--- src/verilog/fix_config.svh ---
`ifndef FIX_CONFIG_SVH
`define FIX_CONFIG_SVH

// Binary length and decimal result widths
`define FIX_VALUE_WIDTH		16
`define FIX_DIGITS		5

// Tag lengths, tag number plus '='
`define FIX_L_T_MSG_SEQ_NUM	3	// 34=
`define FIX_L_T_MSG_TYPE	3	// 35=
`define FIX_L_T_SENDER_COMP_ID	3	// 49=
`define FIX_L_T_SENDING_TIME	3	// 52=
`define FIX_L_T_TARGET_COMP_ID	3	// 56=
`define FIX_L_T_ENCRYPT_METHOD	3	// 98=
`define FIX_L_T_HEART_BT_INT	4	// 108=

// Fixed value lengths
`define FIX_L_V_MSG_TYPE	1
`define FIX_L_V_SENDER_COMP_ID	8
`define FIX_L_V_SENDING_TIME	17	// YYYYMMDD-HH:MM:SS
`define FIX_L_V_ENCRYPT_METHOD	1
`define FIX_L_V_HEART_BT_INT	4

// SOH separators counted for the logon body
`define FIX_LOGON_SEPARATORS	7

// Shared by logon, logout and heartbeat, 41 in total
`define FIX_COMMON_FIXED	(`FIX_L_T_MSG_SEQ_NUM + \
				 `FIX_L_T_MSG_TYPE + `FIX_L_V_MSG_TYPE + \
				 `FIX_L_T_SENDER_COMP_ID + `FIX_L_V_SENDER_COMP_ID + \
				 `FIX_L_T_SENDING_TIME + `FIX_L_V_SENDING_TIME + \
				 `FIX_L_T_TARGET_COMP_ID)

// Logon only, 19 in total
`define FIX_LOGON_EXTRA		(`FIX_L_T_ENCRYPT_METHOD + `FIX_L_V_ENCRYPT_METHOD + \
				 `FIX_L_T_HEART_BT_INT + `FIX_L_V_HEART_BT_INT + \
				 `FIX_LOGON_SEPARATORS)

// Cycles from accepted start to valid
`define FIX_LEN_LATENCY		20

`endif

--- src/verilog/fix_pkg.sv ---
`include "fix_config.svh"

package fix_pkg;

	// Message type codes, anything else is unsupported
	typedef enum logic [3:0] {
		LOGON		= 4'h1,
		LOGOUT		= 4'h2,
		HEARTBEAT	= 4'h3
	} fix_msg_e;

	// Length controller states
	typedef enum logic [1:0] {
		IDLE	= 2'd0,
		CALC	= 2'd1,	// Sum selected, waiting to register
		CONV	= 2'd2,	// Converter running
		DONE	= 2'd3
	} fix_state_e;

	// Request from the sender
	typedef struct packed {
		fix_msg_e	msg_type;
		logic [3:0]	seq_num_len;	// MsgSeqNum digits
		logic [5:0]	target_len;	// TargetCompID text length
	} fix_req_t;

	// BodyLength as ASCII, first character in byte 0
	typedef struct packed {
		logic [8*`FIX_DIGITS-1:0]	ascii;
		logic [2:0]			digits;
	} fix_len_result_t;

endpackage

--- src/verilog/fix_body_length.sv ---
`timescale 1ns/1ps

`include "fix_config.svh"

module fix_body_length (
	input  fix_pkg::fix_req_t		req_i,
	output logic [`FIX_VALUE_WIDTH-1:0]	length_o,
	output logic				unsupported_o
);

	localparam int W = `FIX_VALUE_WIDTH;

	// Fixed parts of the body
	localparam logic [W-1:0] COMMON_LEN = W'(`FIX_COMMON_FIXED);
	localparam logic [W-1:0] LOGON_LEN = W'(`FIX_LOGON_EXTRA);

	logic [W-1:0] seq_len;
	logic [W-1:0] target_len;
	logic [W-1:0] var_len;

	assign seq_len = W'(req_i.seq_num_len);
	assign target_len = W'(req_i.target_len);

	// Both variable fields appear in every supported type
	assign var_len = seq_len + target_len;

	always_comb begin
		length_o = '0;
		unsupported_o = 1'b0;

		case (req_i.msg_type)
			fix_pkg::LOGON: begin
				length_o = COMMON_LEN + LOGON_LEN + var_len;
			end
			fix_pkg::LOGOUT,
			fix_pkg::HEARTBEAT: begin
				length_o = COMMON_LEN + var_len;
			end
			default: begin
				unsupported_o = 1'b1;	// No conversion follows
			end
		endcase
	end

endmodule

--- src/verilog/fix_bin_to_ascii.sv ---
`timescale 1ns/1ps

`include "fix_config.svh"

module fix_bin_to_ascii #(
	parameter int DIGITS = `FIX_DIGITS
) (
	input  logic				clk,
	input  logic				arst_n_i,
	input  logic				start_i,
	input  logic [`FIX_VALUE_WIDTH-1:0]	value_i,
	output logic				done_o,
	output fix_pkg::fix_len_result_t	result_o
);

	localparam int W = `FIX_VALUE_WIDTH;
	localparam int STEP_W = $clog2(W);

	logic			active_q;	// Shift steps in progress
	logic			pack_q;		// BCD complete, pack next
	logic			done_q;
	logic [STEP_W-1:0]	step_q;
	logic [W-1:0]		bin_q;
	logic [4*DIGITS-1:0]	bcd_q;
	logic [4*DIGITS-1:0]	bcd_adj;
	fix_pkg::fix_len_result_t	packed_res;
	fix_pkg::fix_len_result_t	result_q;

	// Add 3 to every digit of 5 or more before the shift
	always_comb begin
		bcd_adj = bcd_q;
		for (int i = 0; i < DIGITS; i++) begin
			if (bcd_q[4*i +: 4] > 4'd4) begin
				bcd_adj[4*i +: 4] = bcd_q[4*i +: 4] + 4'd3;
			end
		end
	end

	// Significant digit count, then left-aligned ASCII
	always_comb begin
		int n;
		n = 1;
		for (int i = 1; i < DIGITS; i++) begin
			if (bcd_q[4*i +: 4] != 4'd0) begin
				n = i + 1;
			end
		end

		packed_res = '0;
		packed_res.digits = 3'(n);
		for (int k = 0; k < DIGITS; k++) begin
			if (k < n) begin
				packed_res.ascii[8*k +: 8] = {4'h3, bcd_q[4*(n-1-k) +: 4]};
			end
		end
	end

	always_ff @(posedge clk or negedge arst_n_i) begin
		if (!arst_n_i) begin
			active_q <= 1'b0;
			pack_q <= 1'b0;
			done_q <= 1'b0;
			step_q <= '0;
		end else begin
			pack_q <= 1'b0;
			done_q <= pack_q;
			if (start_i) begin
				active_q <= 1'b1;
				step_q <= '0;
			end else if (active_q) begin
				step_q <= step_q + 1'b1;
				if (step_q == STEP_W'(W - 1)) begin	// Last of W steps
					active_q <= 1'b0;
					pack_q <= 1'b1;
				end
			end
		end
	end

	always_ff @(posedge clk) begin
		if (start_i) begin
			bin_q <= value_i;
			bcd_q <= '0;
		end else if (active_q) begin
			{bcd_q, bin_q} <= {bcd_adj, bin_q} << 1;
		end

		if (pack_q) begin
			result_q <= packed_res;	// Held until the next conversion
		end
	end

	assign done_o = done_q;
	assign result_o = result_q;

endmodule

--- src/verilog/fix_length_ctrl.sv ---
`timescale 1ns/1ps

`include "fix_config.svh"

module fix_length_ctrl (
	input  logic				clk,
	input  logic				arst_n_i,
	input  logic				start_i,
	input  fix_pkg::fix_req_t		req_i,
	input  logic [`FIX_VALUE_WIDTH-1:0]	length_i,
	input  logic				unsupported_i,
	input  logic				conv_done_i,
	input  fix_pkg::fix_len_result_t	conv_result_i,
	output fix_pkg::fix_req_t		req_o,
	output logic				conv_start_o,
	output logic [`FIX_VALUE_WIDTH-1:0]	conv_value_o,
	output logic				valid_o,
	output logic				error_o,
	output logic				busy_o,
	output fix_pkg::fix_len_result_t	result_o
);

	fix_pkg::fix_state_e		state_q;
	fix_pkg::fix_req_t		req_q;
	logic [`FIX_VALUE_WIDTH-1:0]	conv_value_q;
	logic				conv_start_q;
	logic				valid_q;
	logic				error_q;
	fix_pkg::fix_len_result_t	result_q;
	logic				accept;

	// Starts are dropped while busy, error cycle included
	assign accept = (state_q == fix_pkg::IDLE) && start_i && !error_q;

	always_ff @(posedge clk or negedge arst_n_i) begin
		if (!arst_n_i) begin
			state_q <= fix_pkg::IDLE;
			conv_start_q <= 1'b0;
			valid_q <= 1'b0;
			error_q <= 1'b0;
			result_q <= '0;
		end else begin
			conv_start_q <= 1'b0;
			valid_q <= 1'b0;
			error_q <= 1'b0;

			case (state_q)
				fix_pkg::IDLE: begin
					if (accept) begin
						state_q <= fix_pkg::CALC;
					end
				end
				fix_pkg::CALC: begin
					if (unsupported_i) begin
						error_q <= 1'b1;
						state_q <= fix_pkg::IDLE;
					end else begin
						conv_start_q <= 1'b1;
						state_q <= fix_pkg::CONV;
					end
				end
				fix_pkg::CONV: begin
					if (conv_done_i) begin
						result_q <= conv_result_i;
						valid_q <= 1'b1;
						state_q <= fix_pkg::DONE;
					end
				end
				default: begin
					state_q <= fix_pkg::IDLE;
				end
			endcase
		end
	end

	always_ff @(posedge clk) begin
		if (accept) begin
			req_q <= req_i;
		end
		if (state_q == fix_pkg::CALC) begin
			conv_value_q <= length_i;
		end
	end

	assign req_o = req_q;
	assign conv_start_o = conv_start_q;
	assign conv_value_o = conv_value_q;
	assign valid_o = valid_q;
	assign error_o = error_q;
	assign busy_o = (state_q != fix_pkg::IDLE) || error_q;
	assign result_o = result_q;

endmodule

--- src/verilog/fix_header_top.sv ---
`timescale 1ns/1ps

`include "fix_config.svh"

module fix_header_top (
	input  logic				clk,
	input  logic				arst_n_i,
	input  logic				start_i,
	input  fix_pkg::fix_req_t		req_i,
	output logic				valid_o,
	output logic				error_o,
	output logic				busy_o,
	output fix_pkg::fix_len_result_t	result_o
);

	fix_pkg::fix_req_t		req;		// Latched request
	logic [`FIX_VALUE_WIDTH-1:0]	length;
	logic				unsupported;
	logic				conv_start;
	logic [`FIX_VALUE_WIDTH-1:0]	conv_value;
	logic				conv_done;
	fix_pkg::fix_len_result_t	conv_result;

	fix_length_ctrl fix_length_ctrl_inst (
		.clk		(clk),
		.arst_n_i	(arst_n_i),
		.start_i	(start_i),
		.req_i		(req_i),
		.length_i	(length),
		.unsupported_i	(unsupported),
		.conv_done_i	(conv_done),
		.conv_result_i	(conv_result),
		.req_o		(req),
		.conv_start_o	(conv_start),
		.conv_value_o	(conv_value),
		.valid_o	(valid_o),
		.error_o	(error_o),
		.busy_o		(busy_o),
		.result_o	(result_o)
	);

	fix_body_length fix_body_length_inst (
		.req_i		(req),
		.length_o	(length),
		.unsupported_o	(unsupported)
	);

	fix_bin_to_ascii #(
		.DIGITS		(`FIX_DIGITS)
	) fix_bin_to_ascii_inst (
		.clk		(clk),
		.arst_n_i	(arst_n_i),
		.start_i	(conv_start),
		.value_i	(conv_value),
		.done_o		(conv_done),
		.result_o	(conv_result)
	);

endmodule

--- config.mk ---
export PLATFORM = sky130hd
export DESIGN_NAME = fix_header_top
export DESIGN_NICKNAME = d
export VERILOG_FILES = /design/src/verilog/fix_pkg.sv /design/src/verilog/fix_body_length.sv /design/src/verilog/fix_bin_to_ascii.sv /design/src/verilog/fix_length_ctrl.sv /design/src/verilog/fix_header_top.sv
export VERILOG_INCLUDE_DIRS = /design/src /design/src/verilog
export SDC_FILE = /design/constraint.sdc
export NUM_CORES = 1
export LEC_CHECK = 0
export BUFFER_PORTS_ARGS = -buffer_cell sky130_fd_sc_hd__buf_2
export CORE_UTILIZATION = 59
export CTS_CLUSTER_DIAMETER = 120
export CTS_CLUSTER_SIZE = 24
export DETAILED_ROUTE_END_ITERATION = 7
export GPL_TIMING_DRIVEN = 0
export HOLD_SLACK_MARGIN = 0.06
export PLACE_DENSITY = 0.83
export SLEW_MARGIN = 20
export SYNTH_ARGS = -nofsm -noshare
export SYNTH_HDL_FRONTEND = slang
export SYNTH_SLANG_ARGS = --single-unit
--- constraint.sdc ---
create_clock -name clk -period 4.4 [get_ports clk]
set_clock_uncertainty 0.05 [all_clocks]
set_input_delay 0.22 -clock clk [delete_from_list [all_inputs] [get_ports clk]]
set_output_delay 0.22 -clock clk [all_outputs]
set_load 0.005 [all_outputs]
# == Word-level counts from Yosys, hierarchy flattened ==
# Index checks and enable logic that the tools add are counted.
# word_totals
out_inout_bits,46
reg_bits,164
input_bits,17
# op_classes
n_lt_le_gt_ge,10
n_reduce_logical,15
n_eq_ne,8
n_mux,35
shifts,5
add_sub_neg,14
# ops
op,count
20-bit by 32-bit indexed part select with 4-bit output,4
6-bit by 16-bit adder with 16-bit output (first input constant),2
16-bit two-way mux,2
16-bit one-hot mux with 2 select lines,1
6-bit two-way mux,5
4-bit two-way mux,6
4-bit by 3-bit > comparator with 1-bit output (second input constant),5
20-bit by 6-bit indexed part select with 4-bit output,1
4-bit by 2-bit adder with 4-bit output (second input constant),4
4-bit nonzero test,4
1-bit two-way mux,12
2-bit two-way mux,5
4-bit by 3-bit subtractor with 5-bit output (second input constant),2
3-bit two-way mux,3
4-bit by 2-bit equality test with 1-bit output (second input constant),2
4-bit by 6-bit adder with 7-bit output,1
1-bit by 3-bit less-than comparator with 1-bit output (first input constant),2
2-bit by 3-bit less-than comparator with 1-bit output (first input constant),2
2-bit one-hot mux with 3 select lines,1
4-bit by 2-bit subtractor with 5-bit output (second input constant),1
4-bit by 4-bit subtractor with 5-bit output (second input constant),1
4-bit by 1-bit adder with 4-bit output (second input constant),1
4-bit by 1-bit equality test with 1-bit output (second input constant),1
4-bit equality test (second input constant),1
14 further kinds,18

# == Longest topological paths before layout ==
# logic_depth
depth_word,9
mapped_depth,17

# == Cells and area by module ==
# From an unflattened synthesis, not the netlist that was laid out.
# unflattened
hier_cells,618
area_unflattened_um2,7526.0
# modules_own_cells
module,area_per_inst_um2,cells_each,n_inst
fix_bin_to_ascii,4013.8,394,1
fix_length_ctrl,2865.2,138,1
fix_body_length,646.9,86,1

# == Worst setup path before layout ==
# No wires, ideal clock.
# synth_path
kind,flip-flop to flip-flop
from,register fix_bin_to_ascii_inst.bcd_q[16]
to,"register fix_bin_to_ascii_inst.result_q, in the netlist fix_bin_to_ascii_inst.result_o[19], data pin"
period_less_slack_ns,3.427
arrival_ns,3.245
stages_incl_launch_ff,16
slack_ns,0.973
n_path_buf,3
path_cell_list,dfxtp_1 > inv_1 > ha_1 > inv_1 > or3_1 > buf_2 > nor2_1 > nand2_1 > ha_1 > clkbuf_1 > inv_1 > clkbuf_1 > ha_1 > nor3b_1 > a21boi_0 > a22o_1
# synth_via
elab_chain_cells,5
# synth_rtl
element,line_no,text
from (decl),fix_bin_to_ascii.sv:24,logic [4*DIGITS-1:0] bcd_q;
from (signal assigned),fix_bin_to_ascii.sv:85,"{bcd_q, bin_q} <= {bcd_adj, bin_q} << 1;"
4-bit nonzero test,fix_bin_to_ascii.sv:44,if (bcd_q[4*i +: 4] != 4'd0) begin
3-bit two-way mux,fix_bin_to_ascii.sv:44,
3-bit by 1-bit subtractor with 4-bit output,fix_bin_to_ascii.sv:53,"packed_res.ascii[8*k +: 8] = {4'h3, bcd_q[4*(n-1-k) +: 4]};"
4-bit by 3-bit subtractor with 5-bit output,fix_bin_to_ascii.sv:53,
20-bit by 32-bit indexed part select with 4-bit output,fix_bin_to_ascii.sv:53,
to (signal assigned),fix_bin_to_ascii.sv:89,result_q <= packed_res;
to (decl),fix_bin_to_ascii.sv:27,fix_pkg::fix_len_result_t result_q;
# Several ways; a longest one is shown, not always the timed one.
# A chain may end at the register's enable or synchronous reset.

# == Worst setup path after layout ==
# Same ends and word-level chain as after synthesis.

==> run summary <==
crit end category -> register
average size of a mapped cell -> 10.3 um^2
fin crit share -> 0.947
clk slew on worst S/H paths -> 60 ps
grt peak-use layer -> met2
Die ar. -> 10,800 um^2
Pwr Total -> 5.86 mW
CP Launch Type -> register
R2R depth -> 14
Total GRT Usage -> 0.273
Clk Latency, worst-skew pair -> 530 ps
DRC viols -> 0
vias post-DR -> 4,672
Layout area overhead -> 19.4%
post-synthesis async set-or-reset flop share -> 0.315
fin cells -> 836
final worst slack -> 235 ps
M1 GR Usage -> 0.355
pwr dens -> 799 nW/um^2
first-pass GRT wire length -> 22,700 um
# port buffers -> 52
largest net degree at the start of global routing -> 40
vias per inst -> 5.59
Cells after Synth -> 595
R2R Path Start -> fix_bin_to_ascii_inst.bcd_q[16]$_SDFFE_PP0P_
vias in the first global route -> 4,518
worst ir drop on vdd -> 0.000570 V
Post-DP Area -> 6600 um^2
RSZ-0062 raised after global routing -> false
CTS tree -> yes
Core ar. -> 9910 um^2
hold slack final -> 316 ps
Max FO, Critical Path -> 11
GR Layer Usage met3 -> 0.0627
CTS Buf Count -> 17
DR iter-0 viols -> 293
Fin. Hold Viols -> 0
proportion of layout cells with a drive suffix above 1 -> 0.188
capture point of the worst reg-to-reg path -> fix_bin_to_ascii_inst.result_o[19]$_SDFFCE_PN0P_
maxcap violations -> 0
worst path required time -> 4740 ps
Clock Sinks -> 124
initial antenna violation count -> 0
hold crit path type -> in2async
R2R Setup Slk -> 230 ps
Fmax -> 240 MHz
fin area -> 7330 um^2
# setup viols final -> 0
post-DP HPWL -> 9060 um
DRT Wirelength -> 14,000 um
met2 usage -> 0.444
ANT cells -> 0
WL/cell -> 16.8 um
CP Class -> reg2reg
Synth warnings -> 0
library cells used by synthesis -> 59
Post CTS Setup Buffer Count -> 0
final weighted congestion in routability-driven placement -> 0.948
cell total after placement -> 789
worst-margin pin slew -> 915 ps
deepest clock path buffer count -> 2
#FFs+latches synth -> 124
final setup TNS -> 0 ps
Tmin final -> 4170 ps
post-synthesis sequential area ratio -> 0.542
GR Overflow Total -> 0
headroom to the max-slew limit -> 0.390
fin. max-slew vios -> 0
Place WS -> -25.7 ps
DRT antenna net count -> 0
Die Wd -> 104 um
Cell Area, Synth -> 6140 um^2
crit path DAT -> 4510 ps
status -> finished, final reports clean
Initial Util -> 0.619
# H-tree levels -> 4
Synth Flop Type -> edfxtp_1
Die Y -> 104 um
final core utilization -> 0.740
layout net count -> 729
Leakage Power -> 3.30 nW
IO Count -> 63
1st-pass router iterations -> 4
EDFF count, synth -> 65
clock root buffer -> clkbuf_8
row cnt -> 36
==> placed cells by master, fill, tap and decap left out, drive strengths merged, types with 18 or more instances in the layout <==
cell / netlist / final
edfxtp: 65 / 65
buf: 31 / 83
inv: 32 / 33
dfrtp: 39 / 39
mux2i: 18 / 18
nor2: 38 / 38
clkbuf: 19 / 40
o21ai: 32 / 32
nand2: 121 / 121
dfxtp: 20 / 20
a21oi: 28 / 28
ha: 21 / 21
==> area by class of cell <==
cell class	instances	area (um^2)
buffer	49	277
clock buffer	22	474
clock inverter	10	87.6
fill	681	2580
inverter	32	123
multi-input combinational	398	2450
sequential	124	3330
tap	133	166
timing repair buffer	68	420
==> state kept, by name (all words and copies together), names as in the netlist, 2 cells and up <==
signal and count:
fix_length_ctrl_inst.req_o 14, fix_bin_to_ascii_inst.bcd_q 20, fix_bin_to_ascii_inst.step_q 4, fix_length_ctrl_inst.conv_value_o 8, fix_bin_to_ascii_inst.bin_q 16, fix_bin_to_ascii_inst.result_o 27
fix_length_ctrl_inst.state_q 2, fix_length_ctrl_inst.result_o 27
==> cells by family after synthesis <==
group / Yosys count / share of synthesized area
adders and majority gates: 22 / 0.0461
and+or+nand+nor: 214 / 0.157
DFF: 124 / 0.542
other: 2 / 0.00122
AOI/OAI and AO/OA: 105 / 0.110
muxes: 29 / 0.0532
buffers and inverters: 82 / 0.0656
xor gates and xnor gates: 17 / 0.0243
==> worst max-delay path by stage <==
stage	from	end	slack, ps	cells past startpoint
global placement	fix_bin_to_ascii_inst.bcd_q[16]$_SDFFE_PP0P_	fix_bin_to_ascii_inst.result_o[19]$_SDFFCE_PN0P_	70	15
finish	fix_bin_to_ascii_inst.bcd_q[16]$_SDFFE_PP0P_	fix_bin_to_ascii_inst.result_o[19]$_SDFFCE_PN0P_	230	14
detailed placement	fix_bin_to_ascii_inst.bcd_q[16]$_SDFFE_PP0P_	fix_bin_to_ascii_inst.result_o[19]$_SDFFCE_PN0P_	-30	15
floorplan	fix_bin_to_ascii_inst.bcd_q[16]$_SDFFE_PP0P_	fix_bin_to_ascii_inst.result_o[19]$_SDFFCE_PN0P_	970	15
global route	fix_bin_to_ascii_inst.bcd_q[16]$_SDFFE_PP0P_	fix_bin_to_ascii_inst.result_o[19]$_SDFFCE_PN0P_	10	14
CTS	fix_bin_to_ascii_inst.bcd_q[16]$_SDFFE_PP0P_	fix_bin_to_ascii_inst.result_o[19]$_SDFFCE_PN0P_	180	15
==> where the power goes <==
group	internal (mW)	switching, mW
logic	1.05	1.51
registers	1.71	0.261
clock network	0.810	0.509
==> synthesized netlist by cell type (10+ instances only) <==
library cell / n / share of area
mux2i_1: 18 / 0.029
dfrtp_1: 39 / 0.16
clkbuf_1: 19 / 0.012
nand2_1: 120 / 0.073
nor2_1: 38 / 0.023
inv_1: 30 / 0.018
buf_4: 16 / 0.020
dfxtp_1: 20 / 0.065
ha_1: 21 / 0.043
o21ai_0: 31 / 0.025
nand3_1: 10 / 0.0082
edfxtp_1: 65 / 0.32
a21oi_1: 28 / 0.023
xnor2_1: 12 / 0.017
==> repair_timing <==
action                     CTS  global route
hold buffers                16             0
setup endpoints to repair    3             3
hold endpoints to repair    54             0
resized for setup            1             0
==> routing by layer <==
layer | share of wire | vias to the layer above
li1 | - | 2221
met1 | 0.42 | 2210
met2 | 0.48 | 210
met3 | 0.073 | 31
met4 | 0.020 | 0
met5 | 0 | -
==> worst max-delay path, cell delays in order (launching register included) <==
cell and delay (ps):
dfxtp_1 380, inv_1 100, ha_1 200, inv_1 90, or3_1 290, buf_2 190
nor2_2 340, nand2_1 230, ha_1 540, inv_1 100, clkbuf_1 300, ha_1 330
nor3b_1 340, a21boi_0 350, a22o_1 200
Power figures use the tool's default switching activity.
